===== config.mk =====
export PLATFORM = sky130hd
export DESIGN_NAME = secv_decode
export DESIGN_NICKNAME = d
export VERILOG_FILES = /design/src/verilog/secv_pkg.sv /design/src/verilog/secv_decode.sv
export SDC_FILE = /design/constraint.sdc
export NUM_CORES = 1
export LEC_CHECK = 0
export BUFFER_PORTS_ARGS = -buffer_cell sky130_fd_sc_hd__buf_2
export CAP_MARGIN = 30
export CORE_MARGIN = 4
export CORE_UTILIZATION = 42
export DETAILED_ROUTE_END_ITERATION = 6
export PLACE_DENSITY = 0.87
export SLEW_MARGIN = 15
export SYNTH_ARGS = -nofsm -noshare
export SYNTH_HDL_FRONTEND = slang
export SYNTH_SLANG_ARGS = --single-unit

===== constraint.sdc =====
create_clock -name vclk -period 6.2
set_input_delay 1.24 -clock vclk [all_inputs]
set_output_delay 1.24 -clock vclk [all_outputs]
set_load 0.01 [all_outputs]

===== src/verilog/secv_pkg.sv =====
// Shared widths, opcodes, ALU and instruction-format types of the core, used by scoped names
`default_nettype none

package secv_pkg;

    // Datapath and instruction widths
    localparam int XLEN       = 64;
    localparam int ILEN       = 32;
    localparam int REG_ADR_W  = 5;

    // Word address widths of the two memory ports
    localparam int IMEM_ADR_W = 8;
    localparam int DMEM_ADR_W = 8;
    localparam int DMEM_SEL_W = 8;

    // Major opcodes
    localparam logic [6:0] OPC_LUI    = 7'b0110111;
    localparam logic [6:0] OPC_OPIMM  = 7'b0010011;
    localparam logic [6:0] OPC_OP     = 7'b0110011;
    localparam logic [6:0] OPC_LOAD   = 7'b0000011;
    localparam logic [6:0] OPC_STORE  = 7'b0100011;
    localparam logic [6:0] OPC_BRANCH = 7'b1100011;
    localparam logic [6:0] OPC_JAL    = 7'b1101111;
    localparam logic [6:0] OPC_SYSTEM = 7'b1110011;

    // Funct3 codes, ALU group
    localparam logic [2:0] F3_ADD = 3'b000;
    localparam logic [2:0] F3_SLL = 3'b001;
    localparam logic [2:0] F3_SLT = 3'b010;
    localparam logic [2:0] F3_XOR = 3'b100;
    localparam logic [2:0] F3_SRL = 3'b101;
    localparam logic [2:0] F3_OR  = 3'b110;
    localparam logic [2:0] F3_AND = 3'b111;

    // Funct3 codes, memory and branch groups
    localparam logic [2:0] F3_DW  = 3'b011;
    localparam logic [2:0] F3_BEQ = 3'b000;
    localparam logic [2:0] F3_BNE = 3'b001;

    // Immediate field of EBREAK under OPC_SYSTEM
    localparam logic [11:0] F12_EBREAK = 12'h001;

    typedef enum logic [3:0] {
        ALU_ADD,
        ALU_SUB,
        ALU_SLT,
        ALU_XOR,
        ALU_OR,
        ALU_AND,
        ALU_SLL,
        ALU_SRL,
        ALU_PASS_B
    } alu_op_t;

    typedef enum logic [2:0] {
        IC_ALU,
        IC_LOAD,
        IC_STORE,
        IC_BRANCH,
        IC_JAL,
        IC_HALT,
        IC_NOP
    } iclass_t;

    // Instruction formats, msb first
    typedef struct packed {
        logic [6:0] funct7;
        logic [4:0] rs2;
        logic [4:0] rs1;
        logic [2:0] funct3;
        logic [4:0] rd;
        logic [6:0] opcode;
    } r_fmt_t;

    typedef struct packed {
        logic [11:0] imm;
        logic [4:0]  rs1;
        logic [2:0]  funct3;
        logic [4:0]  rd;
        logic [6:0]  opcode;
    } i_fmt_t;

    typedef struct packed {
        logic [6:0] imm11_5;
        logic [4:0] rs2;
        logic [4:0] rs1;
        logic [2:0] funct3;
        logic [4:0] imm4_0;
        logic [6:0] opcode;
    } s_fmt_t;

    typedef struct packed {
        logic       imm12;
        logic [5:0] imm10_5;
        logic [4:0] rs2;
        logic [4:0] rs1;
        logic [2:0] funct3;
        logic [3:0] imm4_1;
        logic       imm11;
        logic [6:0] opcode;
    } b_fmt_t;

    typedef struct packed {
        logic [19:0] imm31_12;
        logic [4:0]  rd;
        logic [6:0]  opcode;
    } u_fmt_t;

    typedef struct packed {
        logic       imm20;
        logic [9:0] imm10_1;
        logic       imm11;
        logic [7:0] imm19_12;
        logic [4:0] rd;
        logic [6:0] opcode;
    } j_fmt_t;

    // One instruction word, six views
    typedef union packed {
        logic [ILEN-1:0] raw;
        r_fmt_t          r_fmt;
        i_fmt_t          i_fmt;
        s_fmt_t          s_fmt;
        b_fmt_t          b_fmt;
        u_fmt_t          u_fmt;
        j_fmt_t          j_fmt;
    } inst_u;

    // ADDI x0,x0,0
    localparam logic [ILEN-1:0] INST_NOP = 32'h0000_0013;

endpackage

`default_nettype wire


===== src/verilog/secv_decode.sv =====
// Combinational decoder turning the instruction register into operand, ALU and class fields
`timescale 1ns/1ps
`default_nettype none

module secv_decode (
    input  secv_pkg::inst_u                inst_i,
    output logic [secv_pkg::REG_ADR_W-1:0] rs1_adr_o,
    output logic [secv_pkg::REG_ADR_W-1:0] rs2_adr_o,
    output logic [secv_pkg::REG_ADR_W-1:0] rd_adr_o,
    output logic [secv_pkg::XLEN-1:0]      imm_o,
    output logic                           imm_use_o,
    output secv_pkg::alu_op_t              alu_op_o,
    output secv_pkg::iclass_t              iclass_o,
    output logic                           brn_ne_o
);
    localparam int XL = secv_pkg::XLEN;

    logic [XL-1:0] imm_i, imm_s, imm_b, imm_u, imm_j;

    // Sign-extended immediates per format
    assign imm_i = {{(XL-12){inst_i.i_fmt.imm[11]}}, inst_i.i_fmt.imm};
    assign imm_s = {{(XL-12){inst_i.s_fmt.imm11_5[6]}}, inst_i.s_fmt.imm11_5,
                    inst_i.s_fmt.imm4_0};
    assign imm_b = {{(XL-13){inst_i.b_fmt.imm12}}, inst_i.b_fmt.imm12, inst_i.b_fmt.imm11,
                    inst_i.b_fmt.imm10_5, inst_i.b_fmt.imm4_1, 1'b0};
    assign imm_u = {{(XL-32){inst_i.u_fmt.imm31_12[19]}}, inst_i.u_fmt.imm31_12, 12'b0};
    assign imm_j = {{(XL-21){inst_i.j_fmt.imm20}}, inst_i.j_fmt.imm20, inst_i.j_fmt.imm19_12,
                    inst_i.j_fmt.imm11, inst_i.j_fmt.imm10_1, 1'b0};

    // BEQ and BNE differ in funct3 only
    assign brn_ne_o = (inst_i.b_fmt.funct3 == secv_pkg::F3_BNE);

    always_comb begin
        rs1_adr_o = inst_i.r_fmt.rs1;
        rs2_adr_o = inst_i.r_fmt.rs2;
        rd_adr_o  = inst_i.r_fmt.rd;
        imm_o     = '0;
        imm_use_o = 1'b0;
        alu_op_o  = secv_pkg::ALU_ADD;
        iclass_o  = secv_pkg::IC_NOP;

        case (inst_i.r_fmt.opcode)
            secv_pkg::OPC_LUI: begin
                // Immediate passes straight through the ALU
                imm_o     = imm_u;
                imm_use_o = 1'b1;
                alu_op_o  = secv_pkg::ALU_PASS_B;
                iclass_o  = secv_pkg::IC_ALU;
            end
            secv_pkg::OPC_OPIMM: begin
                imm_o     = imm_i;
                imm_use_o = 1'b1;
                iclass_o  = secv_pkg::IC_ALU;
                case (inst_i.i_fmt.funct3)
                    secv_pkg::F3_ADD: alu_op_o = secv_pkg::ALU_ADD;
                    secv_pkg::F3_SLT: alu_op_o = secv_pkg::ALU_SLT;
                    secv_pkg::F3_XOR: alu_op_o = secv_pkg::ALU_XOR;
                    secv_pkg::F3_OR:  alu_op_o = secv_pkg::ALU_OR;
                    secv_pkg::F3_AND: alu_op_o = secv_pkg::ALU_AND;
                    // Immediate shifts and SLTIU are not supported
                    default:          iclass_o = secv_pkg::IC_NOP;
                endcase
            end
            secv_pkg::OPC_OP: begin
                iclass_o = secv_pkg::IC_ALU;
                case (inst_i.r_fmt.funct3)
                    // Instruction bit 30 selects SUB
                    secv_pkg::F3_ADD: alu_op_o = inst_i.r_fmt.funct7[5] ? secv_pkg::ALU_SUB
                                                                        : secv_pkg::ALU_ADD;
                    secv_pkg::F3_SLL: alu_op_o = secv_pkg::ALU_SLL;
                    secv_pkg::F3_SLT: alu_op_o = secv_pkg::ALU_SLT;
                    secv_pkg::F3_XOR: alu_op_o = secv_pkg::ALU_XOR;
                    secv_pkg::F3_SRL: alu_op_o = secv_pkg::ALU_SRL;
                    secv_pkg::F3_OR:  alu_op_o = secv_pkg::ALU_OR;
                    secv_pkg::F3_AND: alu_op_o = secv_pkg::ALU_AND;
                    default:          iclass_o = secv_pkg::IC_NOP;
                endcase
            end
            secv_pkg::OPC_LOAD: begin
                // ALU forms rs1 + imm as effective address
                if (inst_i.i_fmt.funct3 == secv_pkg::F3_DW) begin
                    imm_o     = imm_i;
                    imm_use_o = 1'b1;
                    iclass_o  = secv_pkg::IC_LOAD;
                end
            end
            secv_pkg::OPC_STORE: begin
                if (inst_i.s_fmt.funct3 == secv_pkg::F3_DW) begin
                    imm_o     = imm_s;
                    imm_use_o = 1'b1;
                    iclass_o  = secv_pkg::IC_STORE;
                end
            end
            secv_pkg::OPC_BRANCH: begin
                // Offset goes to pc; rs1 and rs2 compared in the core
                if (inst_i.b_fmt.funct3 == secv_pkg::F3_BEQ || brn_ne_o) begin
                    imm_o    = imm_b;
                    iclass_o = secv_pkg::IC_BRANCH;
                end
            end
            secv_pkg::OPC_JAL: begin
                imm_o    = imm_j;
                iclass_o = secv_pkg::IC_JAL;
            end
            secv_pkg::OPC_SYSTEM: begin
                if (inst_i.i_fmt.imm == secv_pkg::F12_EBREAK &&
                    inst_i.i_fmt.funct3 == 3'b000) begin
                    iclass_o = secv_pkg::IC_HALT;
                end
            end
            default: begin
                iclass_o = secv_pkg::IC_NOP;
            end
        endcase

        // No write back for anything unknown
        if (iclass_o == secv_pkg::IC_NOP) begin
            rd_adr_o = '0;
        end
    end

endmodule

`default_nettype wire


Yosys cells after proc, flatten, opt, wreduce, memory -nomap -nowiden --
Index checks and enable logic that the tools add are counted.
Operators by class: $add $sub $neg 0, multipliers 0, div/mod/pow operators 0, magnitude comparators 0, eq/ne operators 17, shift-type cells 0, mux-type cells 18, bitwise operators 0, reductions and logical operators 7
Operators with widths (count):
- case mux 64 bit (6 select lines) | 1
- 2-to-1 mux 64 bit | 3
- case mux 3 bit (8 select lines) | 1
- equality test 7 x 6 -> 1 bit, second input constant | 3
- equality test 7 bit, second input constant | 3
- case mux 3 bit (7 select lines) | 1
- equality test 3 bit, second input constant | 5
- 2-to-1 mux 3 bit | 5
- equality test 12 x 1 -> 1 bit, second input constant | 1
- case mux 3 bit (4 select lines) | 1
- case mux 4 bit (3 select lines) | 1
- equality test 7 x 2 -> 1 bit, second input constant | 1
- equality test 7 x 5 -> 1 bit, second input constant | 1
- OR reduction 7 bit | 1
- equality test 3 x 2 -> 1 bit, second input constant | 2
- 2-to-1 mux 5 bit | 1
- OR reduction 5 bit | 1
- OR reduction 2 bit | 2
- equality test 3 x 1 -> 1 bit, second input constant | 1
- zero test 3 bit | 1
- 2-to-1 mux 1 bit | 2
- 2-to-1 mux 2 bit | 1
- case mux 1 bit (2 select lines) | 1
- logical AND 1 bit | 1
- logical OR 1 bit | 1
Word-level totals: register bits 0, latch bits 0, RAM bits 0, bits in read-only memories 0, input port bits 32, output and inout port bits 88, memories 0

Depth between registers and ports, before layout --
depth in word-level cells 6, gate-level depth with buffers 8, mapped depth without buffers 6

Worst setup path after synthesis --
Ideal clock, no wire load.
path type input to output, start input inst_i[3] (netlist name), end output imm_o[32] (netlist name), data arrival time 3623 ps, setup slack 1337 ps, cell stages on the path 5, path buffers 1, path through or3b_2 > a21oi_1 > a21oi_1 > nor2_1 > buf_4
On the way: cells in the longest elaborated chain, start to end 2, elaborated cells on any way between the ends 7
Ends and longest elaborated chain:
- from (decl) | RTL line secv_decode.sv:6 | input secv_pkg::inst_u inst_i,
- equality test 7 bit, or another cell as far along | RTL line secv_decode.sv:42 | case (inst_i.r_fmt.opcode)
- case mux 64 bit (6 select lines) * | RTL line secv_decode.sv:42
- to (decl) | RTL line secv_decode.sv:10 | output logic [secv_pkg::XLEN-1:0] imm_o,
Mark *: on every way between the ends. The rest lies on a longest branch, timed or not.

Final worst setup path --
start input inst_i[4] (netlist name), end output imm_o[53] (netlist name)
The elaborated chain is that of the path after synthesis.

==> flow_metrics.py <==
metrics = {
    "status": {
        "status": "completed",
    },
    "global_routing": {
        "grt_pass1_wl_um": 6380,
        "grt_use_total": 0.187,
        "grt-ovfl-total": 0,
        "grt_pass1_vias": 1389,
        "antenna_found_initial": 0,
        "grt_max_degree": 34,
    },
    "place": {
        "io_buffers": 120,
        "pre_cts_slack_ps": 1810,
        "dp_hpwl_um": 3180,
        "gp_congestion": 0.976,
    },
    "drt": {
        "drcViolationCount": 0,
        "vias": 1599,
        "ant_nets": 0,
        "initialDrtViolationCount": 48,
        "wl_um": 3990,
        "wl_per_cell_um": 13.3,
        "vias_per_cell": 5.35,
        "drt_pass1_iterations": 4,
    },
    "final_layout": {
        "clkbuf_count": 0,
        "seq_cells": 0,
        "diodes": 0,
        "final_net_count": 305,
        "final_util": 0.550,
        "seq_area_um2": 0,
        "area_growth_pct": 24.0,
        "filler_cell_count": 287,
        "drive_above_1_share": 0.481,
        "multi_input_comb_area_um2": 843,
    },
    "floorplan": {
        "ios": 120,
        "die_h_um": 62.4,
        "dieArea_um2": 3900,
        "die_width_um": 62.4,
        "placementRows": 19,
        "start_util": 0.444,
        "coreArea_um2": 2810,
    },
    "yosys": {
        "yosysSeqAreaShare": 0,
        "synthDominantCellAreaShare": 0.253,
        "synth_xor_xnor_area_share": 0,
        "syn_inst": 198,
        "synth_top_family_by_area": "simple AND/OR/NAND/NOR gates",
        "post-synth-top-count-cell": "buf_4",
        "synth_common_cells": "buf_4 (42), nand2_1 (36), a21oi_1 (18), inv_1 (11), nor2_1 (8)",
        "synth-simple-area-share": 0.367,
        "synth.largest_area_cell": "buf_4",
        "syn-cell-area_um2": 1240,
        "synth_fp_nets": 233,
        "synth_compound_area_frac": 0.248,
        "muxShareOfSynthArea": 0.0322,
        "synth_area_leaders": "buf_4 (25%), nand2_1 (11%), a21oi_1 (7.2%), a2111oi_1 (4.0%), nor2b_1 (3.5%)",
        "synth_cell_types": 41,
        "synthAdderAreaFrac": 0.0302,
        "yosys_warnings": 0,
        "avgSynthCellArea_um2": 6.29,
    },
    "worst_setup_path": {
        "crit_buf_inv": 3,
        "endpoint_kind": "output port",
        "cpPeakStageDelay_ps": 570,
        "crit_type": "input port to output port",
        "start_kind": "input port",
        "crit_fanout": 33,
        "cp_num_cells": 7,
        "crit_family": "buffers and inverters",
        "worstPathCellList": "buf_2 > or3b_2 > a21oi_1 > a21oi_1 > nor2_1 > buf_4 > buf_2",
        "cp-startpoint": "inst_i[4]",
        "critPathSlowestCell": "a21oi_1",
        "required_ps": 4960,
        "cp.arrival_ps": 3150,
    },
    "clocking": {
        "cts.repair.resized": 0,
        "ctsHoldBuffers": 0,
        "postCtsSetupBuffers": 0,
    },
    "sta": {
        "fmax_mhz": 228,
        "tightest_slew_ps": 771,
        "setup_viol": 0,
        "hold_violations": 0,
        "fin_ws_ps": 1810,
        "fin_crit_sh": 0.709,
        "report.final.slew_viol_count": 0,
        "setup_tns_ps": 0,
        "rsz0062_at_grt": "false",
        "period_minus_slack_ps": 4390,
        "max_slew_margin": 0.484,
    },
    "power": {
        "worst_ir_drop_vdd_v": 0.0000229,
        "power.density_nw_per_um2": 39.1,
        "leakagePower_nw": 1.04,
    },
    "worst_hold_path": {
        "holdPathStages": 2,
        "min_from": "inst_i[18]",
        "hold_class": "input port to output port",
    },
    "flow_run": {
        "drv_cap": 0,
    },
}
cells in the final DEF, fill, tap and decap left out, types with 2 or more instances in the layout:
cell type	n
nand4_1	2
nand3_1	3
nor2_1	8
or3_1	3
buf_4	2
a22o_1	4
ha_1	3
buf_2	121
nor3_1	6
nand3b_1	3
a2111oi_1	5
or4_1	2
o21ai_0	3
nor2b_1	7
nand2_1	36
a221o_1	2
inv_1	11
a21oi_1	18
mux2i_1	4
a2bb2oi_1	2
nand4bb_1	2
o22ai_1	2
a211oi_1	3
kinds of logic (layout without fill, tap and decap cells):
group,after synthesis,after routing
buffers and inverters,64,134
and+or+nand+nor,83,83
adders and majority gates,3,3
AOI/OAI and AO/OA,44,44
muxes,4,4
power breakdown:
| group | switching (mW) | internal [mW] |
|---|---|---|
| clock | 0 | 0 |
| sequential | 0 | 0 |
| combinational | 0.0355 | 0.0249 |
| total | 0.0355 | 0.0249 |
final timing paths:
kind | to | slack, ps
worst max-delay path | imm_o[53] | 1810
worst min-delay path | rs1_adr_o[3] | 2680
final cells by class:
type / count / area share
multi-input combinational: 134 / 0.546
inverter: 11 / 0.0267
timing repair buffer: 123 / 0.402
tap: 31 / 0.0251
per-layer routing:
| layer | global-route usage | up-vias | wire (um) |
|---|---|---|---|
| met1 | 0.232 | 694 | 1610 |
| met2 | 0.344 | 101 | 1900 |
| met4 | 0.0248 | 0 | 47 |
| li1 | - | 798 | - |
| met3 | 0.0324 | 6 | 431 |
| met5 | 0 | - | 0 |
stage by stage:
stage | area, um2 | instances | total power [mW] | hold WS (ps)
after detailed placement | 1540 | 299 | 0.0602 | 2680
final | 1540 | 299 | 0.0604 | 2680
after floorplan | 1240 | 198 | 0.0398 | 2570
after CTS | 1540 | 299 | 0.0604 | 2680
after global routing | 1540 | 299 | 0.0671 | 2700
after global placement | 1540 | 298 | 0.0593 | 2680
No activity file was read; power rests on OpenSTA's default activity.
