$ cat src/verilog/secv_pkg.sv
// Shared widths, opcodes, ALU and instruction-format types of the core, used by scoped names
`default_nettype none

package secv_pkg;

    // Datapath and instruction widths
    localparam int XLEN       = 64;
    localparam int ILEN       = 32;
    localparam int REG_ADR_W  = 5;

    // Word address widths of the two memory ports
    localparam int IMEM_ADR_W = 8;
    localparam int DMEM_ADR_W = 8;
    localparam int DMEM_SEL_W = 8;

    // Major opcodes
    localparam logic [6:0] OPC_LUI    = 7'b0110111;
    localparam logic [6:0] OPC_OPIMM  = 7'b0010011;
    localparam logic [6:0] OPC_OP     = 7'b0110011;
    localparam logic [6:0] OPC_LOAD   = 7'b0000011;
    localparam logic [6:0] OPC_STORE  = 7'b0100011;
    localparam logic [6:0] OPC_BRANCH = 7'b1100011;
    localparam logic [6:0] OPC_JAL    = 7'b1101111;
    localparam logic [6:0] OPC_SYSTEM = 7'b1110011;

    // Funct3 codes, ALU group
    localparam logic [2:0] F3_ADD = 3'b000;
    localparam logic [2:0] F3_SLL = 3'b001;
    localparam logic [2:0] F3_SLT = 3'b010;
    localparam logic [2:0] F3_XOR = 3'b100;
    localparam logic [2:0] F3_SRL = 3'b101;
    localparam logic [2:0] F3_OR  = 3'b110;
    localparam logic [2:0] F3_AND = 3'b111;

    // Funct3 codes, memory and branch groups
    localparam logic [2:0] F3_DW  = 3'b011;
    localparam logic [2:0] F3_BEQ = 3'b000;
    localparam logic [2:0] F3_BNE = 3'b001;

    // Immediate field of EBREAK under OPC_SYSTEM
    localparam logic [11:0] F12_EBREAK = 12'h001;

    typedef enum logic [3:0] {
        ALU_ADD,
        ALU_SUB,
        ALU_SLT,
        ALU_XOR,
        ALU_OR,
        ALU_AND,
        ALU_SLL,
        ALU_SRL,
        ALU_PASS_B
    } alu_op_t;

    typedef enum logic [2:0] {
        IC_ALU,
        IC_LOAD,
        IC_STORE,
        IC_BRANCH,
        IC_JAL,
        IC_HALT,
        IC_NOP
    } iclass_t;

    // Instruction formats, msb first
    typedef struct packed {
        logic [6:0] funct7;
        logic [4:0] rs2;
        logic [4:0] rs1;
        logic [2:0] funct3;
        logic [4:0] rd;
        logic [6:0] opcode;
    } r_fmt_t;

    typedef struct packed {
        logic [11:0] imm;
        logic [4:0]  rs1;
        logic [2:0]  funct3;
        logic [4:0]  rd;
        logic [6:0]  opcode;
    } i_fmt_t;

    typedef struct packed {
        logic [6:0] imm11_5;
        logic [4:0] rs2;
        logic [4:0] rs1;
        logic [2:0] funct3;
        logic [4:0] imm4_0;
        logic [6:0] opcode;
    } s_fmt_t;

    typedef struct packed {
        logic       imm12;
        logic [5:0] imm10_5;
        logic [4:0] rs2;
        logic [4:0] rs1;
        logic [2:0] funct3;
        logic [3:0] imm4_1;
        logic       imm11;
        logic [6:0] opcode;
    } b_fmt_t;

    typedef struct packed {
        logic [19:0] imm31_12;
        logic [4:0]  rd;
        logic [6:0]  opcode;
    } u_fmt_t;

    typedef struct packed {
        logic       imm20;
        logic [9:0] imm10_1;
        logic       imm11;
        logic [7:0] imm19_12;
        logic [4:0] rd;
        logic [6:0] opcode;
    } j_fmt_t;

    // One instruction word, six views
    typedef union packed {
        logic [ILEN-1:0] raw;
        r_fmt_t          r_fmt;
        i_fmt_t          i_fmt;
        s_fmt_t          s_fmt;
        b_fmt_t          b_fmt;
        u_fmt_t          u_fmt;
        j_fmt_t          j_fmt;
    } inst_u;

    // ADDI x0,x0,0
    localparam logic [ILEN-1:0] INST_NOP = 32'h0000_0013;

endpackage

`default_nettype wire

$ cat src/verilog/secv_gpr.sv
// General purpose register file, two async read ports and one sync write port
`timescale 1ns/1ps
`default_nettype none

module secv_gpr (
    input  logic                           clk_i,
    input  logic                           rst_i,
    input  logic [secv_pkg::REG_ADR_W-1:0] rs1_adr_i,
    input  logic [secv_pkg::REG_ADR_W-1:0] rs2_adr_i,
    output logic [secv_pkg::XLEN-1:0]      rs1_dat_o,
    output logic [secv_pkg::XLEN-1:0]      rs2_dat_o,
    input  logic [secv_pkg::REG_ADR_W-1:0] rd_adr_i,
    input  logic [secv_pkg::XLEN-1:0]      rd_dat_i,
    input  logic                           rd_wb_i
);
    logic [secv_pkg::XLEN-1:0] regs [2**secv_pkg::REG_ADR_W];

    // Write port; x0 never written so it keeps its reset zero
    always_ff @(posedge clk_i) begin
        if (rst_i) begin
            for (int i = 0; i < 2**secv_pkg::REG_ADR_W; i++) begin
                regs[i] <= '0;
            end
        end else if (rd_wb_i && rd_adr_i != '0) begin
            regs[rd_adr_i] <= rd_dat_i;
        end
    end

    // Read ports
    assign rs1_dat_o = regs[rs1_adr_i];
    assign rs2_dat_o = regs[rs2_adr_i];

    // x0 reads as zero from reset on
    a_x0_rs1: assert property (@(posedge clk_i) disable iff (rst_i)
        rs1_adr_i == '0 |-> rs1_dat_o == '0);
    a_x0_rs2: assert property (@(posedge clk_i) disable iff (rst_i)
        rs2_adr_i == '0 |-> rs2_dat_o == '0);

endmodule

`default_nettype wire

$ cat config.mk
export PLATFORM = sky130hd
export DESIGN_NAME = secv_gpr
export DESIGN_NICKNAME = d
export VERILOG_FILES = /design/src/verilog/secv_pkg.sv /design/src/verilog/secv_gpr.sv
export SDC_FILE = /design/constraint.sdc
export NUM_CORES = 2
export LEC_CHECK = 0
export BUFFER_PORTS_ARGS = -buffer_cell sky130_fd_sc_hd__buf_2
export CORE_MARGIN = 2
export CORE_UTILIZATION = 25
export CTS_CLUSTER_SIZE = 40
export DETAILED_ROUTE_END_ITERATION = 8
export SLEW_MARGIN = 0
export SYNTH_ARGS = -nofsm -noshare
export SYNTH_HDL_FRONTEND = slang
export SYNTH_SLANG_ARGS = --single-unit
$ cat constraint.sdc
create_clock -name clk_i -period 3.2 [get_ports clk_i]
set_input_delay 0.16 -clock clk_i [delete_from_list [all_inputs] [get_ports clk_i]]
set_output_delay 0.16 -clock clk_i [all_outputs]
set_load 0.05 [all_outputs]
Word-level counts from Yosys, hierarchy flattened
Memories as Yosys holds them, arrays and structs flattened.
Cells that the tools add are included.
- bits in registers: 0
- memories kept: 1
- output and inout port bits: 128
- word-level logic and storage cells: 12
- input port bits: 82
- RAM bits: 2048
- bits in latches: 0
- ROM bits: 0
- memories (name ; words ; width ; read ports ; clocked after memory_dff ; write ports ; line ; RTL):
    regs ; 32 ; 64 ; 2 ; 0 ; 32 ; secv_gpr.sv:16 ; logic [secv_pkg::XLEN-1:0] regs [2**secv_pkg::REG_ADR_W];
- div/mod/pow operators: 0
- magnitude comparators: 0
- eq/ne operators: 0
- $mul: 0
- mux-type cells: 8
- shifts and indexed selects: 0
- $add $sub $neg: 0
- bitwise operators: 0
- reductions and logical operators: 3
- operator list (kind ; number):
    64-bit 2-to-1 mux ; 1
    64-bit OR reduction ; 1
    1-bit 2-to-1 mux ; 6
    5-bit 2-to-1 mux ; 1
    5-bit nonzero test ; 1
    1-bit logical AND ; 1

Logic depth before layout (Yosys ltp)
- depth after elaboration: 7
- mapped depth: 8
- depth with buffers taken out: 5

Least setup slack after synthesis
OpenSTA, ideal clock, no wires.
- path type: input -> output
- start: input port rs2_adr_i[0] (netlist bit)
- end: output port rs2_dat_o[19] (netlist bit)
- buffers on the path: 4
- path slack: 0.333 ns
- data required time: 3.040 ns
- stages on the path: 8
- arrival: 2.707 ns
- path through: buf_4 buf_4 buf_4 and2_1 buf_4 a22oi_1 a21oi_1 nor4_1
- word-level cells in the longest chain between the ends: 1
- ends and longest elaborated chain (what ; line ; RTL):
    from (decl) ; secv_gpr.sv:9 ; input logic [secv_pkg::REG_ADR_W-1:0] rs2_adr_i,
    memory read 32 x 64 bit ; -- ;
    to (decl) ; secv_gpr.sv:11 ; output logic [secv_pkg::XLEN-1:0] rs2_dat_o,
Every way passes these cells.

Worst setup path after layout
- start: input port rs2_adr_i[2] (netlist bit)
- end: output port rs2_dat_o[63] (netlist bit)
Same word-level chain as after synthesis.

==> impl_metrics.xml <==
<?xml version="1.0" encoding="UTF-8"?>
<metrics>
  <group name="outcome">
    <metric name="status" unit="">complete, but fails checks</metric>
    <metric name="failed_checks" unit="">capacitance limit, slew limit, setup timing</metric>
  </group>
  <group name="global_route">
    <metric name="wire_length_of_the_first_global_routing_pass" unit="mm">638.8</metric>
    <metric name="track_usage" unit="%">21.38</metric>
    <metric name="grt_start_max_net_pins" unit="">85</metric>
    <metric name="via_count_of_the_first_global_routing_pass" unit="">73880</metric>
    <metric name="grt_antenna_before_repair" unit="">88</metric>
    <metric name="grt_overflow" unit="">0</metric>
  </group>
  <group name="clock_tree">
    <metric name="cts_made_buffers" unit="">217</metric>
    <metric name="postCtsSetupRepairBufs" unit="">0</metric>
    <metric name="cts.reportedPaths.clkPinSlew" unit="ns">0.06</metric>
    <metric name="cts_buffer_depth" unit="">4</metric>
    <metric name="clock_tree.htree_level_count" unit="">4</metric>
    <metric name="ctsRootBufferMaster" unit="">sky130_fd_sc_hd__clkbuf_16</metric>
    <metric name="cts_sinks" unit="">2048</metric>
    <metric name="tritoncts" unit="">done</metric>
  </group>
  <group name="final_layout">
    <metric name="registers.top_by_ff_count" unit="">regs</metric>
    <metric name="nets" unit="">7367</metric>
    <metric name="top_regs" unit="">regs: 2048 flops</metric>
    <metric name="synthToLayoutAreaGrowth" unit="%">19.67</metric>
    <metric name="layout-drive-gt1-share" unit="%">27.58</metric>
    <metric name="fin_cells" unit="">13180</metric>
    <metric name="fillers" unit="">41550</metric>
    <metric name="largest_register_ffs" unit="">2048</metric>
  </group>
  <group name="route">
    <metric name="firstDrtPassIters" unit="">8</metric>
    <metric name="viasPerCell" unit="">5.707</metric>
    <metric name="wirelength" unit="mm">477.4</metric>
    <metric name="final_antenna_violating_net_count" unit="">0</metric>
    <metric name="route.detailed.drc" unit="">0</metric>
    <metric name="route.vias.total" unit="">75200</metric>
    <metric name="wl_per_cell" unit="um">36.23</metric>
    <metric name="drt_first_iter_violations" unit="">13650</metric>
  </group>
  <group name="min_path">
    <metric name="min_to" unit="">regs[0][13]$_SDFFCE_PN0P_</metric>
    <metric name="worst_min_path_class" unit="">in -&gt; reg</metric>
    <metric name="min_delay_path_depth" unit="">2</metric>
    <metric name="hold_start" unit="">rst_i</metric>
  </group>
  <group name="placement">
    <metric name="numPlacedInstances" unit="">12660</metric>
    <metric name="placement.io_buffers" unit="">209</metric>
    <metric name="pre_cts_slack" unit="ns">-0.4934</metric>
    <metric name="dpl.hpwl" unit="mm">278.5</metric>
    <metric name="finalWeightedCongestion" unit="">0.8909</metric>
  </group>
  <group name="critical_path">
    <metric name="critical_path.endpoint_type" unit="">primary output</metric>
    <metric name="timing.critical_path.required" unit="ns">3.04</metric>
    <metric name="cp-start-kind" unit="">input pin</metric>
    <metric name="cp_slowest_stage_delay" unit="ns">0.90</metric>
    <metric name="crit_top_cell" unit="">sky130_fd_sc_hd__buf_4</metric>
    <metric name="timing.setup.critical_path_class" unit="">in -&gt; out</metric>
    <metric name="slowest_stage" unit="">sky130_fd_sc_hd__nor4_1</metric>
    <metric name="crit_chain" unit="">buf_8, buf_4, nand2b_1, buf_4, o22ai_1, nor4_1, buf_4, buf_12</metric>
    <metric name="worst-path-max-fanout" unit="">34</metric>
    <metric name="critical_path_arrival" unit="ns">3.16</metric>
  </group>
  <group name="sta">
    <metric name="fin_ws" unit="ns">-0.1205</metric>
    <metric name="timing.fmax" unit="MHz">301.2</metric>
    <metric name="report.final.hold_viol_count" unit="">0</metric>
    <metric name="finalMaxSlewViolations" unit="">10</metric>
    <metric name="rsz0062_at_grt" unit="">false</metric>
    <metric name="finalSetupViolCount" unit="">1</metric>
    <metric name="slew-limit-headroom" unit="%">-3.759</metric>
    <metric name="fin_crit" unit="ns">3.320</metric>
    <metric name="timing_worst_slew_pin_value" unit="ns">1.549</metric>
    <metric name="setup_total_negative_slack" unit="ns">-0.1205</metric>
    <metric name="finalCritPeriodShare" unit="%">103.8</metric>
  </group>
  <group name="synthesis">
    <metric name="ys.warnings.count" unit="">0</metric>
    <metric name="synth.lib_cells_used.distinct" unit="">41</metric>
    <metric name="mappedNetlistArea" unit="um^2">106700</metric>
    <metric name="post_synth_inst_count" unit="">7001</metric>
    <metric name="post_synthesis_register_bit_count" unit="">2048</metric>
    <metric name="async_set_or_reset_flop_fraction_in_the_synthesized_netlist" unit="%">0</metric>
    <metric name="post_synthesis_area_per_instance" unit="um^2">15.24</metric>
    <metric name="synth-main-ff-cell" unit="">sky130_fd_sc_hd__edfxtp_1</metric>
    <metric name="synth_seq_area_share" unit="%">57.64</metric>
    <metric name="number_of_enable_flip_flop_cells_after_synthesis" unit="">2048</metric>
  </group>
  <group name="floorplan">
    <metric name="fp.dieW" unit="um">657.3</metric>
    <metric name="placement_rows" unit="">239</metric>
    <metric name="top_level_ports" unit="">210</metric>
    <metric name="area_of_the_die" unit="um^2">432000</metric>
    <metric name="starting_density_of_the_core" unit="%">25.15</metric>
    <metric name="core_region_area" unit="um^2">424300</metric>
    <metric name="floorplan.die.height" unit="um">657.3</metric>
  </group>
  <group name="power">
    <metric name="power_density" unit="nW/um^2">534.5</metric>
    <metric name="cellLeakagePower" unit="nW">43.14</metric>
    <metric name="vdd_drop_max" unit="mV">0.4896</metric>
  </group>
  <group name="flow_run">
    <metric name="max_cap_viol_count" unit="">1</metric>
  </group>
</metrics>
-- Yosys cell counts (6+ instances only) --
cell type / n / area share [%]
sky130_fd_sc_hd__edfxtp_1: 2048 / 58
sky130_fd_sc_hd__and2_1: 1991 / 12
sky130_fd_sc_hd__mux4_2: 869 / 18
sky130_fd_sc_hd__clkbuf_1: 451 / 1.6
sky130_fd_sc_hd__o22ai_1: 326 / 1.9
sky130_fd_sc_hd__mux2i_1: 286 / 2.7
sky130_fd_sc_hd__a22oi_1: 196 / 1.4
sky130_fd_sc_hd__buf_2: 153 / 0.72
sky130_fd_sc_hd__nor4_1: 95 / 0.56
sky130_fd_sc_hd__buf_4: 81 / 0.57
sky130_fd_sc_hd__nor2_1: 67 / 0.24
sky130_fd_sc_hd__nand3_1: 49 / 0.23
sky130_fd_sc_hd__clkbuf_2: 47 / 0.22
sky130_fd_sc_hd__nor2b_1: 47 / 0.28
sky130_fd_sc_hd__a21oi_1: 41 / 0.19
sky130_fd_sc_hd__or2_2: 37 / 0.22
sky130_fd_sc_hd__a211oi_1: 36 / 0.25
sky130_fd_sc_hd__mux2_2: 32 / 0.34
sky130_fd_sc_hd__nand4_1: 26 / 0.15
sky130_fd_sc_hd__nand2_1: 22 / 0.077
sky130_fd_sc_hd__buf_6: 20 / 0.21
sky130_fd_sc_hd__a2111oi_0: 13 / 0.11
sky130_fd_sc_hd__buf_1: 12 / 0.042
sky130_fd_sc_hd__nand2b_1: 12 / 0.070
sky130_fd_sc_hd__nand3b_1: 6 / 0.042
sky130_fd_sc_hd__nor3_1: 6 / 0.028
-- power by group --
group / switching (mW) / total (mW) / internal, mW
Combinational: 6.35 / 10.7 / 4.33
Sequential: 0.822 / 31.8 / 31.0
Clock: 11.2 / 25.7 / 14.5
Total: 18.4 / 68.2 / 49.8
-- cells by family after synthesis --
family                 count (synthesis)  share of synthesized area [%]
buffers and inverters                771                          3.440
and+or+nand+nor                     2367                          13.61
AOI/OAI and AO/OA                    627                          3.942
muxes                               1187                          21.36
other                                  1                       0.003514
DFF                                 2048                          57.64
-- worst max-delay path, delay by kind of cell --
kind	cells	cell delay (ns)
simple gates	2	1.11
buf+inv	5	1.55
compound gates	1	0.19
-- stage by stage --
step	power, mW	util [%]	hold WS (ns)	cell area (um^2)
4_1_cts	68.08	30.05	0.1605	127500
3_3_place_gp	42.51	28.21	0.5469	119700
5_1_grt	69.46	30.06	0.2189	127600
3_5_place_dp	42.72	28.23	0.5454	119800
6_report	68.25	30.09	0.1978	127700
2_1_floorplan	37.33	-	0.3582	106900
-- per-layer routing --
| layer | wire (um) | global-route usage (%) |
|---|---|---|
| met1 | 158300 | 25.69 |
| met2 | 209900 | 32.54 |
| met3 | 68960 | 6.568 |
| met4 | 40080 | 15.29 |
| met5 | 197 | 0 |
-- worst max path at each step --
stage / startpoint / to / slack (ns) / cells after the start
final: rs2_adr_i[2] / rs2_dat_o[63] / -0.12 / 8
after global routing: regs[30][58]$_SDFFCE_PN0P_ / rs1_dat_o[58] / 0.01 / 6
after CTS: rs1_adr_i[2] / rs1_dat_o[23] / -0.15 / 9
after detailed placement: rs1_adr_i[2] / rs1_dat_o[23] / -0.49 / 9
after global placement: rs1_adr_i[2] / rs1_dat_o[16] / -0.91 / 9
after floorplan: rs2_adr_i[0] / rs2_dat_o[19] / 0.33 / 8
-- cell usage in the layout (no fill, tap or decap), types with 65 or more instances in the layout --
cell type	n
sky130_fd_sc_hd__buf_4	318
sky130_fd_sc_hd__a22oi_1	194
sky130_fd_sc_hd__buf_12	295
sky130_fd_sc_hd__and2_1	1990
sky130_fd_sc_hd__mux4_2	869
sky130_fd_sc_hd__dlygate4sd3_1	65
sky130_fd_sc_hd__edfxtp_1	2048
sky130_fd_sc_hd__buf_2	87
sky130_fd_sc_hd__clkbuf_16	219
sky130_fd_sc_hd__mux2i_1	286
sky130_fd_sc_hd__o22ai_1	326
-- final cells by class --
class / count / area [um^2] / share of cell area, %
flip-flops and latches: 2048 / 61500 / 48.16
clock buffers: 253 / 5608 / 4.392
multi-input cells: 4245 / 42510 / 33.30
inverters: 1 / 3.754 / 0.002940
repair buffers: 772 / 9477 / 7.422
clock inverters: 135 / 1350 / 1.057
well taps: 5663 / 7086 / 5.549
diodes: 60 / 150.1 / 0.1176
-- repair_timing --
item	CTS	global route
endpoints found under the setup margin	19	7
pin swaps	2	2
endpoints found under the hold margin	2000	0
resized for setup	19	7
hold buffers	65	0
Power figures use the tool's default switching activity.
