===== src/verilog/secv_pkg.sv =====
// Shared widths, opcodes, ALU and instruction-format types of the core, used by scoped names
`default_nettype none

package secv_pkg;

    // Datapath and instruction widths
    localparam int XLEN       = 64;
    localparam int ILEN       = 32;
    localparam int REG_ADR_W  = 5;

    // Word address widths of the two memory ports
    localparam int IMEM_ADR_W = 8;
    localparam int DMEM_ADR_W = 8;
    localparam int DMEM_SEL_W = 8;

    // Major opcodes
    localparam logic [6:0] OPC_LUI    = 7'b0110111;
    localparam logic [6:0] OPC_OPIMM  = 7'b0010011;
    localparam logic [6:0] OPC_OP     = 7'b0110011;
    localparam logic [6:0] OPC_LOAD   = 7'b0000011;
    localparam logic [6:0] OPC_STORE  = 7'b0100011;
    localparam logic [6:0] OPC_BRANCH = 7'b1100011;
    localparam logic [6:0] OPC_JAL    = 7'b1101111;
    localparam logic [6:0] OPC_SYSTEM = 7'b1110011;

    // Funct3 codes, ALU group
    localparam logic [2:0] F3_ADD = 3'b000;
    localparam logic [2:0] F3_SLL = 3'b001;
    localparam logic [2:0] F3_SLT = 3'b010;
    localparam logic [2:0] F3_XOR = 3'b100;
    localparam logic [2:0] F3_SRL = 3'b101;
    localparam logic [2:0] F3_OR  = 3'b110;
    localparam logic [2:0] F3_AND = 3'b111;

    // Funct3 codes, memory and branch groups
    localparam logic [2:0] F3_DW  = 3'b011;
    localparam logic [2:0] F3_BEQ = 3'b000;
    localparam logic [2:0] F3_BNE = 3'b001;

    // Immediate field of EBREAK under OPC_SYSTEM
    localparam logic [11:0] F12_EBREAK = 12'h001;

    typedef enum logic [3:0] {
        ALU_ADD,
        ALU_SUB,
        ALU_SLT,
        ALU_XOR,
        ALU_OR,
        ALU_AND,
        ALU_SLL,
        ALU_SRL,
        ALU_PASS_B
    } alu_op_t;

    typedef enum logic [2:0] {
        IC_ALU,
        IC_LOAD,
        IC_STORE,
        IC_BRANCH,
        IC_JAL,
        IC_HALT,
        IC_NOP
    } iclass_t;

    // Instruction formats, msb first
    typedef struct packed {
        logic [6:0] funct7;
        logic [4:0] rs2;
        logic [4:0] rs1;
        logic [2:0] funct3;
        logic [4:0] rd;
        logic [6:0] opcode;
    } r_fmt_t;

    typedef struct packed {
        logic [11:0] imm;
        logic [4:0]  rs1;
        logic [2:0]  funct3;
        logic [4:0]  rd;
        logic [6:0]  opcode;
    } i_fmt_t;

    typedef struct packed {
        logic [6:0] imm11_5;
        logic [4:0] rs2;
        logic [4:0] rs1;
        logic [2:0] funct3;
        logic [4:0] imm4_0;
        logic [6:0] opcode;
    } s_fmt_t;

    typedef struct packed {
        logic       imm12;
        logic [5:0] imm10_5;
        logic [4:0] rs2;
        logic [4:0] rs1;
        logic [2:0] funct3;
        logic [3:0] imm4_1;
        logic       imm11;
        logic [6:0] opcode;
    } b_fmt_t;

    typedef struct packed {
        logic [19:0] imm31_12;
        logic [4:0]  rd;
        logic [6:0]  opcode;
    } u_fmt_t;

    typedef struct packed {
        logic       imm20;
        logic [9:0] imm10_1;
        logic       imm11;
        logic [7:0] imm19_12;
        logic [4:0] rd;
        logic [6:0] opcode;
    } j_fmt_t;

    // One instruction word, six views
    typedef union packed {
        logic [ILEN-1:0] raw;
        r_fmt_t          r_fmt;
        i_fmt_t          i_fmt;
        s_fmt_t          s_fmt;
        b_fmt_t          b_fmt;
        u_fmt_t          u_fmt;
        j_fmt_t          j_fmt;
    } inst_u;

    // ADDI x0,x0,0
    localparam logic [ILEN-1:0] INST_NOP = 32'h0000_0013;

endpackage

`default_nettype wire


===== src/verilog/secv_lsu.sv =====
// Wishbone classic data-port master for aligned doubleword loads and stores
`timescale 1ns/1ps
`default_nettype none

module secv_lsu (
    input  logic                            clk_i,
    input  logic                            rst_i,
    input  logic                            start_i,
    input  logic                            we_i,
    input  logic [secv_pkg::XLEN-1:0]       adr_i,
    input  logic [secv_pkg::XLEN-1:0]       wdat_i,
    output logic [secv_pkg::XLEN-1:0]       rdat_o,
    output logic                            done_o,
    output logic                            dmem_cyc_o,
    output logic                            dmem_stb_o,
    output logic                            dmem_we_o,
    output logic [secv_pkg::DMEM_ADR_W-1:0] dmem_adr_o,
    output logic [secv_pkg::DMEM_SEL_W-1:0] dmem_sel_o,
    output logic [secv_pkg::XLEN-1:0]       dmem_dat_o,
    input  logic [secv_pkg::XLEN-1:0]       dmem_dat_i,
    input  logic                            dmem_ack_i
);
    logic busy;

    // Request open from the cycle after start until ack
    always_ff @(posedge clk_i) begin
        if (rst_i) begin
            busy <= 1'b0;
        end else if (start_i) begin
            busy <= 1'b1;
        end else if (dmem_ack_i) begin
            busy <= 1'b0;
        end
    end

    // Request payload held stable for the whole transfer
    always_ff @(posedge clk_i) begin
        if (start_i) begin
            dmem_we_o  <= we_i;
            // Doubleword index, bits 2..0 are the byte offset
            dmem_adr_o <= adr_i[secv_pkg::DMEM_ADR_W+2:3];
            dmem_dat_o <= wdat_i;
        end
    end

    // Load data captured in the ack cycle
    always_ff @(posedge clk_i) begin
        if (busy && dmem_ack_i && !dmem_we_o) begin
            rdat_o <= dmem_dat_i;
        end
    end

    assign dmem_cyc_o = busy;
    assign dmem_stb_o = busy;
    // Whole doubleword only
    assign dmem_sel_o = '1;
    assign done_o     = busy && dmem_ack_i;

    // Request held steady until acknowledged
    a_stb_hold: assert property (@(posedge clk_i) disable iff (rst_i)
        dmem_stb_o && !dmem_ack_i |=> dmem_stb_o && $stable(dmem_adr_o)
                                       && $stable(dmem_we_o) && $stable(dmem_dat_o));

    // FSM starts one access at a time
    a_no_overlap: assert property (@(posedge clk_i) disable iff (rst_i)
        start_i |-> !dmem_cyc_o);

endmodule

`default_nettype wire


===== config.mk =====
export PLATFORM = sky130hd
export DESIGN_NAME = secv_lsu
export DESIGN_NICKNAME = d
export VERILOG_FILES = /design/src/verilog/secv_pkg.sv /design/src/verilog/secv_lsu.sv
export SDC_FILE = /design/constraint.sdc
export NUM_CORES = 1
export LEC_CHECK = 0
export BUFFER_PORTS_ARGS = -buffer_cell sky130_fd_sc_hd__buf_2
export CAP_MARGIN = 15
export CELL_PAD_IN_SITES_DETAIL_PLACEMENT = 1
export CELL_PAD_IN_SITES_GLOBAL_PLACEMENT = 2
export CORE_MARGIN = 8
export CORE_UTILIZATION = 22
export CTS_CLUSTER_SIZE = 28
export DETAILED_ROUTE_END_ITERATION = 6
export PLACE_DENSITY_LB_ADDON = 0.1
export SETUP_SLACK_MARGIN = 0.02
export SKIP_LAST_GASP = 1
export SYNTH_ARGS = -nofsm -noshare
export SYNTH_HDL_FRONTEND = slang
export SYNTH_SLANG_ARGS = --single-unit

===== constraint.sdc =====
create_clock -name clk_i -period 2 [get_ports clk_i]
set_input_delay 0.3 -clock clk_i [delete_from_list [all_inputs] [get_ports clk_i]]
set_output_delay 0.3 -clock clk_i [all_outputs]
set_load 0.01 [all_outputs]

# [Yosys cells after proc, flatten, opt, wreduce, memory -nomap -nowiden]
# Cells that the tools add are included.
# Widths: inputs -> output; s select.
[word_totals] register_bits=138 in_bits=197 out_inout_bits=148 elab_cells=11
[classes] mux=2 n_reduce_logical=4
[ops] op="$logic_and 1x1->1" n=2
[ops] op="$mux 1" n=2
[ops] op="$reduce_bool 2->1" n=1
[ops] op="$logic_not 1->1" n=1

# [Depth between registers and ports, before layout]
# Gate-level depths: netlist of the first run.
[logic_depth] depth_word=2 mapped_depth=2 ltp_nobuf=2

# [Worst setup path before layout of the first run]
# No wires, ideal clock.
[synth_timing] path_type="register to register" from="register busy (netlist: dmem_cyc_o)" to="register rdat_o[0] in the netlist's numbering (enable)" setup_ns=0.401 arrival_time_ns=1.589 t_required_ns=1.599 path_slack_ns=0.010 stages_incl_launch_ff=3 path_buffers=0 period_less_slack_ns=1.990 cell_sequence="dfxtp_1 > and2_4 > nor2b_4"
[synth_via] elab_chain_cells=2
[synth_lines] element="start: declaration" line_no="secv_lsu.sv:23" rtl="logic busy;"
[synth_lines] element="start signal: assignment" line_no="secv_lsu.sv:28" rtl="busy <= 1'b0;"
[synth_lines] element="start signal: assignment" line_no="secv_lsu.sv:30" rtl="busy <= 1'b1;"
[synth_lines] element="start signal: assignment" line_no="secv_lsu.sv:32" rtl="busy <= 1'b0;"
[synth_lines] element="$logic_and 1x1->1"
[synth_lines] element="via done_o" line_no="secv_lsu.sv:13" rtl="output logic done_o,"
[synth_lines] element="$logic_and 1x1->1" line_no="secv_lsu.sv:48" rtl="if (busy && dmem_ack_i && !dmem_we_o) begin"
[synth_lines] element="end signal: assignment" line_no="secv_lsu.sv:49" rtl="rdat_o <= dmem_dat_i;"
[synth_lines] element="end: declaration" line_no="secv_lsu.sv:12" rtl="output logic [secv_pkg::XLEN-1:0] rdat_o,"
# The timed path passes the listed nets, and every way through them passes these cells.
# A chain may end at the register's enable or synchronous reset.

# [Final worst setup path of the first run]
[layout_timing] from="register busy (netlist: dmem_cyc_o)" to="register rdat_o[39] in the netlist's numbering (enable)"
[layout_via] elab_chain_cells=2
[layout_lines] element="$logic_and 1x1->1 (2 in series)" line_no="secv_lsu.sv:48"
# No other way between the ends.

==> results of run 1 <==
power by group through the flow:
stage          Sequential, µW  Combinational [µW]  Clock, µW
2_1_floorplan            3540                37.9          0
3_3_place_gp             3450                 459          0
3_5_place_dp             3450                 462          0
4_1_cts                  3390                 462       2900
5_1_grt                  3410                 491       3010
6_report                 3390                 450       2790
path summary, 6_finish.rpt:
check | end | cells after the start | from | slack, ns
setup / recovery | rdat_o[39] | 3 | dmem_cyc_o | 0.52
hold / removal | dmem_cyc_o | 2 | rst_i | 0.04
setup reg to reg | rdat_o[39] | 3 | dmem_cyc_o | 0.52
hold reg to reg | dmem_cyc_o | 2 | dmem_cyc_o | 0.50
final cells by class:
cell class	count	share of cell area (%)
clock buffer	19	6.658
clock inverter	11	1.270
inverter	1	0.05773
multi-input combinational	12	1.039
sequential	138	63.59
tap	265	5.099
timing repair buffer	283	22.28
metal layers:
layer	share of wire, %	up-vias
met5	0.28	-
met4	1.2	6
met3	17	17
met2	44	209
met1	37	1265
li1	-	1189
flip-flops by register name (all words and copies together), names as in the netlist:
| register | count |
|---|---|
| dmem_adr_o | 8 |
| dmem_dat_o | 64 |
| rdat_o | 64 |
| dmem_we_o | 1 |
| dmem_cyc_o | 1 |
layout by cell type, fill, tap and decap left out, drive strengths merged:
master / count
buf: 283
edfxtp: 137
clkbuf: 19
conb: 8
clkinv: 7
clkinvlp: 3
and2: 1
nor2b: 1
inv: 1
nand2b: 1
a21oi: 1
bufinv: 1
dfxtp: 1
cell families (layout without fill, tap and decap cells):
logic type,Yosys count,count (layout)
AOI/OAI and AO/OA,1,1
buffers and inverters,10,314
and+or+nand+nor,3,3
other,1,8
DFF,138,138
metrics by stage:
step	worst slack (ns)	instances	util [%]
2_1_floorplan	0.07037	160	-
3_3_place_gp	0.4957	699	31.17
3_5_place_dp	0.4682	699	31.17
4_1_cts	0.4934	729	33.85
5_1_grt	0.4295	729	33.85
6_report	0.5230	729	33.85
==> impl_results.md, run 1 <==
* Top cells by area, synth: edfxtp_1 (97%), buf_4 (1.6%), dfxtp_1 (0.47%)
* Vias in the first global route at between 3,000 and 4,000
* CP Buf/Inv Count at 1
* Total CTS buffers at 17
* Final setup TNS at 0 ns
* Clock Latency Late Sink at roughly 0.4 ns
* Status: finished clean
* DR DRC count at 0
* Clk buf depth at 2
* Met2 Usage GRT at between 10% and 20%
* Yosys warnings at 0
* Register area at between 4000 and 5000 µm²
* Post-synth top area share at between 90% and 100%
* Syn Inst Count at 153
* Crit path max-delay cell type: dfxtp_2
* DP Wirelength at slightly above 10 mm
* # Post-CTS Setup Buffers at 0
* Compound-Gate Fraction of Synth Area at less than 1%
* Via count at ~2,700
* Final nets at 650
* Pre-antenna DRT Iters at 4
* Ratio of cells with drive above 1 in the final layout at 67.03%
* GPL Wtd Cong at between 0.7 and 0.8
* Sw Share at between 20% and 30%
* GRT busiest layer: met2
* Crit-path max cell delay at roughly 0.35 ns
* H-tree depth at 4
* Synth Area in Adders at 0%
* Met3 Use GR at about 8.4%
* Setup CP Type: reg2reg
* Worst endpoint required time at 2.07 ns
* PD cells at 1020 nW/µm²
* ANT nets after route at 0
* Design area at between 6000 and 7000 µm²
* DRT iter0 DRCs at 96
* MaxCap Viol Count at 0
* Synth Area in Simple Gates at less than 1%
* Starting density of the core at 22.11%
* FILL cells at about 2,000
* Int Pwr at 5225 µW
* Avg Cell Area, Syn at between 20 and 30 µm²
* Met1 GRT Util at between 10 and 15%
* Ys async rst share at 0%
* Yosys cell types at 9
* Mux contribution to synthesized area at 0%
* PortBufs at 280
* Leakage at about 0.0027 µW
* Die Wd at between 150 and 200 µm
* Synth Flop Type: edfxtp_1
* Final setup fails at 0
* Core region area at ~19,000 µm²
* Part of the power in registers at about 50%
* DP Area at 5987 µm²
* Clk pwr share at between 40% and 50%
* Setup skew after layout at roughly 0.0033 ns
* Layout Area Growth over Synthesis at 53.12%
* CP startpoint kind: register
* Routed WL at around 13 mm
* Tot Pwr at 6633 µW
* Post-synth EDFFs at between 100 and 150
* Clock slew at reported path FFs at 0.06 ns
* Most numerous cell in the Yosys netlist: edfxtp_1
* Crit share post-route at 73.85%
* GRT Total Usage at 10.82%
* VDD IR max at between 0.5 and 0.6 mV
* CP top delay family: simple AND/OR/NAND/NOR gates
* Hold Buf Count CTS at 0
* Initial antenna violation count at 3
* Mapped Area at 4247 µm²
* CP Cell Sequence: and2_4 -> nor2b_4 -> buf_12
* Die footprint at about 24,000 µm²
* FP Rows at between 50 and 60
* Xor/xnor share of the synthesized area at 0%
* RSZ-0062 raised after global routing: false
* Sw Pwr at 1408 µW
* Seq cells post-synth at around 140
* Wire length per cell at between 15 and 20 µm
* Die height at roughly 150 µm
* Max Freq at 677.0 MHz
* Antenna Diode Count at 0
* First-pass GRT wire length at 19.10 mm
* Fin. max-slew vios at 0
* CP endpoint kind: register
* Routed vias/inst at roughly 3.7
* Sequential area share after synthesis at a little over nine tenths
* Hold crit path type: in2reg
* Hold Fails Final Rpt at 0
* Synth top cells by count: edfxtp_1 (137), buf_4 (9)
* Largest area contributor in the netlist: edfxtp_1
* Final min period at around 1.5 ns
* Root buf cell: clkbuf_16
* Worst Hold Margin at approximately 0.039 ns
* WP data arrival at between 1.5 and 2 ns
* Peak fanout along the critical path at 57
* Area of the multi-input gates at around 68 µm²
* Top Ports at around 350
* Grt ovf at 0
* Logic gate share of total power at about 7%
* Clk sinks at about 140
* CTS-repair resized insts at 0
* CTS tree: built
* Largest family of logic cells by synthesized area: buffers and inverters
* Largest net degree at the start of global routing at just under 60
Note: power is estimated with default switching activity, not from simulation.
==> run 2, diff against run 1 <==
==> constraint.sdc (replaced) <==
create_clock -name clk_i -period 1.2 [get_ports clk_i]
set_input_delay 0.18 -clock clk_i [delete_from_list [all_inputs] [get_ports clk_i]]
set_output_delay 0.18 -clock clk_i [all_outputs]
set_load 0.01 [all_outputs]
==> impl_results.md, run 2 (same netlist as run 1, synthesis figures left out) <==
* Status: finished with violations (was finished clean)
* Failing checks: setup timing
* R2R Path Start: dmem_cyc_o (unchanged)
* PD cells at 1487 nW/µm² (was 1020 nW/µm²)
* Fin cells at 872 (was 729)
* Pre-antenna DRT Iters at 4 (unchanged)
* WHS Path Cells at 3 (was 2)
* DR DRC count at 0 (unchanged)
* Leakage at 0.003377 µW (was 0.002719 µW)
* Reg2Reg Setup Slack at -0.02 ns (was 0.52 ns)
* Hold Fails Final Rpt at 0 (unchanged)
* Biggest regs: dmem_dat_o (64), rdat_o (64), dmem_adr_o (8) (unchanged)
* Peak fanout along the critical path at 21 (was 57)
* Hold crit path type: in2reg (unchanged)
* CTS tree: built (unchanged)
* Routed WL at 14.67 mm (was 13.12 mm)
* First-pass GRT wire length at 21.88 mm (was 19.10 mm)
* Clk sinks at 138 (unchanged)
* Int Pwr at 9477 µW (was 5225 µW)
* Clock Latency Late Sink at 0.41 ns (was 0.40 ns)
* Crit share post-route at 102.0% (was 73.85%)
* Clock slew at reported path FFs at 0.06 ns (about the same)
* WP data arrival at 1.34 ns (was 1.55 ns)
* RSZ-0062 raised after global routing: true (was false)
* Grt ovf at 0 (unchanged)
* Logic gate share of total power at 9.7% (was 6.8%)
* Starting density of the core at 22.11% (unchanged)
* R2R cell count at 4 (was 3)
* CP startpoint kind: register (unchanged)
* Clk buf depth at 2 (unchanged)
* FILL cells at 1,985 (was 2,043)
* GRT Total Usage at 12.10% (was 10.82%)
* Die height at 154.9 µm (unchanged)
* Commonest non-fill, non-tap cell in the layout: buf_2 (unchanged)
* H-tree depth at 4 (unchanged)
* CP endpoint kind: register (unchanged)
* Sw Share at 20.98% (was 21.23%)
* Die Wd at 154.9 µm (unchanged)
* Most frequent cells in the layout: buf_2 (276), dlygate4sd3_1 (138), edfxtp_1 (137), clkbuf_16 (18), conb_1 (8) (was buf_2 (280), edfxtp_1 (137), clkbuf_16 (17), conb_1 (8), clkinv_1 (4))
* HP Start: dmem_ack_i (was rst_i)
* Tot Pwr at 11,990 µW (was 6633 µW)
* Max Freq at 817.2 MHz (was 677.0 MHz)
* Final setup TNS at -0.6106 ns (was 0 ns)
* Sw Pwr at 2516 µW (was 1408 µW)
* PortBufs at 280 (unchanged)
* Part of the power in registers at 47.1% (was 51.1%)
* Worst Slack Setup Final at -0.02367 ns (was 0.5230 ns)
* Worst endpoint required time at 1.32 ns (was 2.07 ns)
* FP Rows at 51 (unchanged)
* Dpl ws at -0.01238 ns (was 0.4682 ns)
* ANT nets after route at 0 (unchanged)
* Inst Count DP at 702 (was 699)
* Initial antenna violation count at 0 (was 3)
* Via count at 3,153 (was 2,686)
* Final nets at 794 (was 650)
* RR Endpoint: rdat_o[0] (was rdat_o[39])
* GPL Wtd Cong at 0.7135 (was 0.7338)
* Clk pwr share at 43.2% (was 42.1%)
* Fin. max-slew vios at 0 (unchanged)
* VDD IR max at 0.8945 mV (was 0.5241 mV)
* Setup CP Type: reg2reg (unchanged)
* DP Wirelength at 10.46 mm (was 10.27 mm)
* Final setup fails at 34 (was 0)
* Final min period at 1.224 ns (was 1.477 ns)
* Ratio of cells with drive above 1 in the final layout at 52.88% (was 67.03%)
* Wire length per cell at 16.82 µm (was 18.00 µm)
* Layout Area Growth over Synthesis at 89.86% (was 53.12%)
* Vias in the first global route at 3,779 (was 3,022)
* Finished Core Util at 41.98% (was 33.85%)
* Largest net degree at the start of global routing at 51 (was 58)
* Routed vias/inst at 3.616 (was 3.684)
* Top Ports at 345 (unchanged)
* Core region area at 19,210 µm² (unchanged)
* DRT iter0 DRCs at 89 (was 96)
* Setup skew after layout at 0.003990 ns (was 0.003309 ns)
* Antenna Diode Count at 0 (unchanged)
* Hold Path Sink: dmem_cyc_o (unchanged)
* MaxCap Viol Count at 0 (unchanged)
* Root buf cell: clkbuf_16 (unchanged)
* Die footprint at 24,000 µm² (unchanged)
* Total CTS buffers at 17 (unchanged)
==> run 2: cell types whose count changed in the layout (fill, tap and decap cells not counted), sizes merged <==
cell,before,now
dlygate4sd3,0,138
inv,1,2
clkinv,7,5
bufinv,1,3
buf,283,288
clkbuf,19,18
==> run 2: metrics by stage <==
stage          instance area, µm²  hold slack, ns
6_report                     8063         0.06358
5_1_grt                      8063         0.05851
4_1_cts                      8003         0.03512
3_5_place_dp                 6022          0.3373
3_3_place_gp                 6022          0.3362
2_1_floorplan                4274          0.2351
==> run 2: worst max-delay path by stage <==
stage	slack, ns	cells past startpoint	start	end
6_report	-0.02	4	dmem_cyc_o	rdat_o[0]
5_1_grt	-0.07	4	dmem_cyc_o	rdat_o[13]
4_1_cts	-0.03	1	dmem_we_o	dmem_we_o
3_5_place_dp	-0.01	3	dmem_cyc_o	rdat_o[11]
3_3_place_gp	-0.002	3	dmem_cyc_o	rdat_o[30]
2_1_floorplan	-0.73	2	dmem_cyc_o	rdat_o[0]
==> run 2: power by group through the flow <==
stage | logic [µW] | clock network, µW | registers [µW]
CTS | 1160 | 5380 | 5650
floorplan | 63.1 | 0 | 5900
detailed placement | 786 | 0 | 5750
global placement | 778 | 0 | 5740
finish | 1160 | 5180 | 5650
global route | 1260 | 5520 | 5680
==> run 2: critical path: stages, from the launching register on <==
cell,delay [ns]
dfxtp_2,0.33
and2_4,0.13
nor2b_4,0.16
buf_12,0.13
buf_12,0.16
==> run 2: final cells by class <==
type | instances | area, µm² | share of cell area [%]
inverters | 1 | 3.754 | 0.04655
flip-flops and latches | 138 | 4135 | 51.29
clock inverters | 12 | 152.6 | 1.893
multi-input cells | 12 | 67.56 | 0.8380
clock buffers | 17 | 425.4 | 5.276
well taps | 265 | 331.6 | 4.112
repair buffers | 427 | 2947 | 36.55
==> run 2: timing repair <==
action,in CTS,in global routing
hold buffers,138,0
endpoints found under the setup margin,58,70
gates cloned,0,2
setup buffers,0,1
hold endpoints to repair,138,0
gates resized for setup,5,1
==> run 2: routing by layer <==
| metal | track usage [%] | vias up | share of wire [%] |
|---|---|---|---|
| met5 | 0 | - | 0 |
| met4 | 5.366 | 0 | 1.9 |
| met2 | 19.38 | 197 | 47 |
| met1 | 12.54 | 1457 | 37 |
| li1 | - | 1481 | - |
| met3 | 7.323 | 18 | 14 |
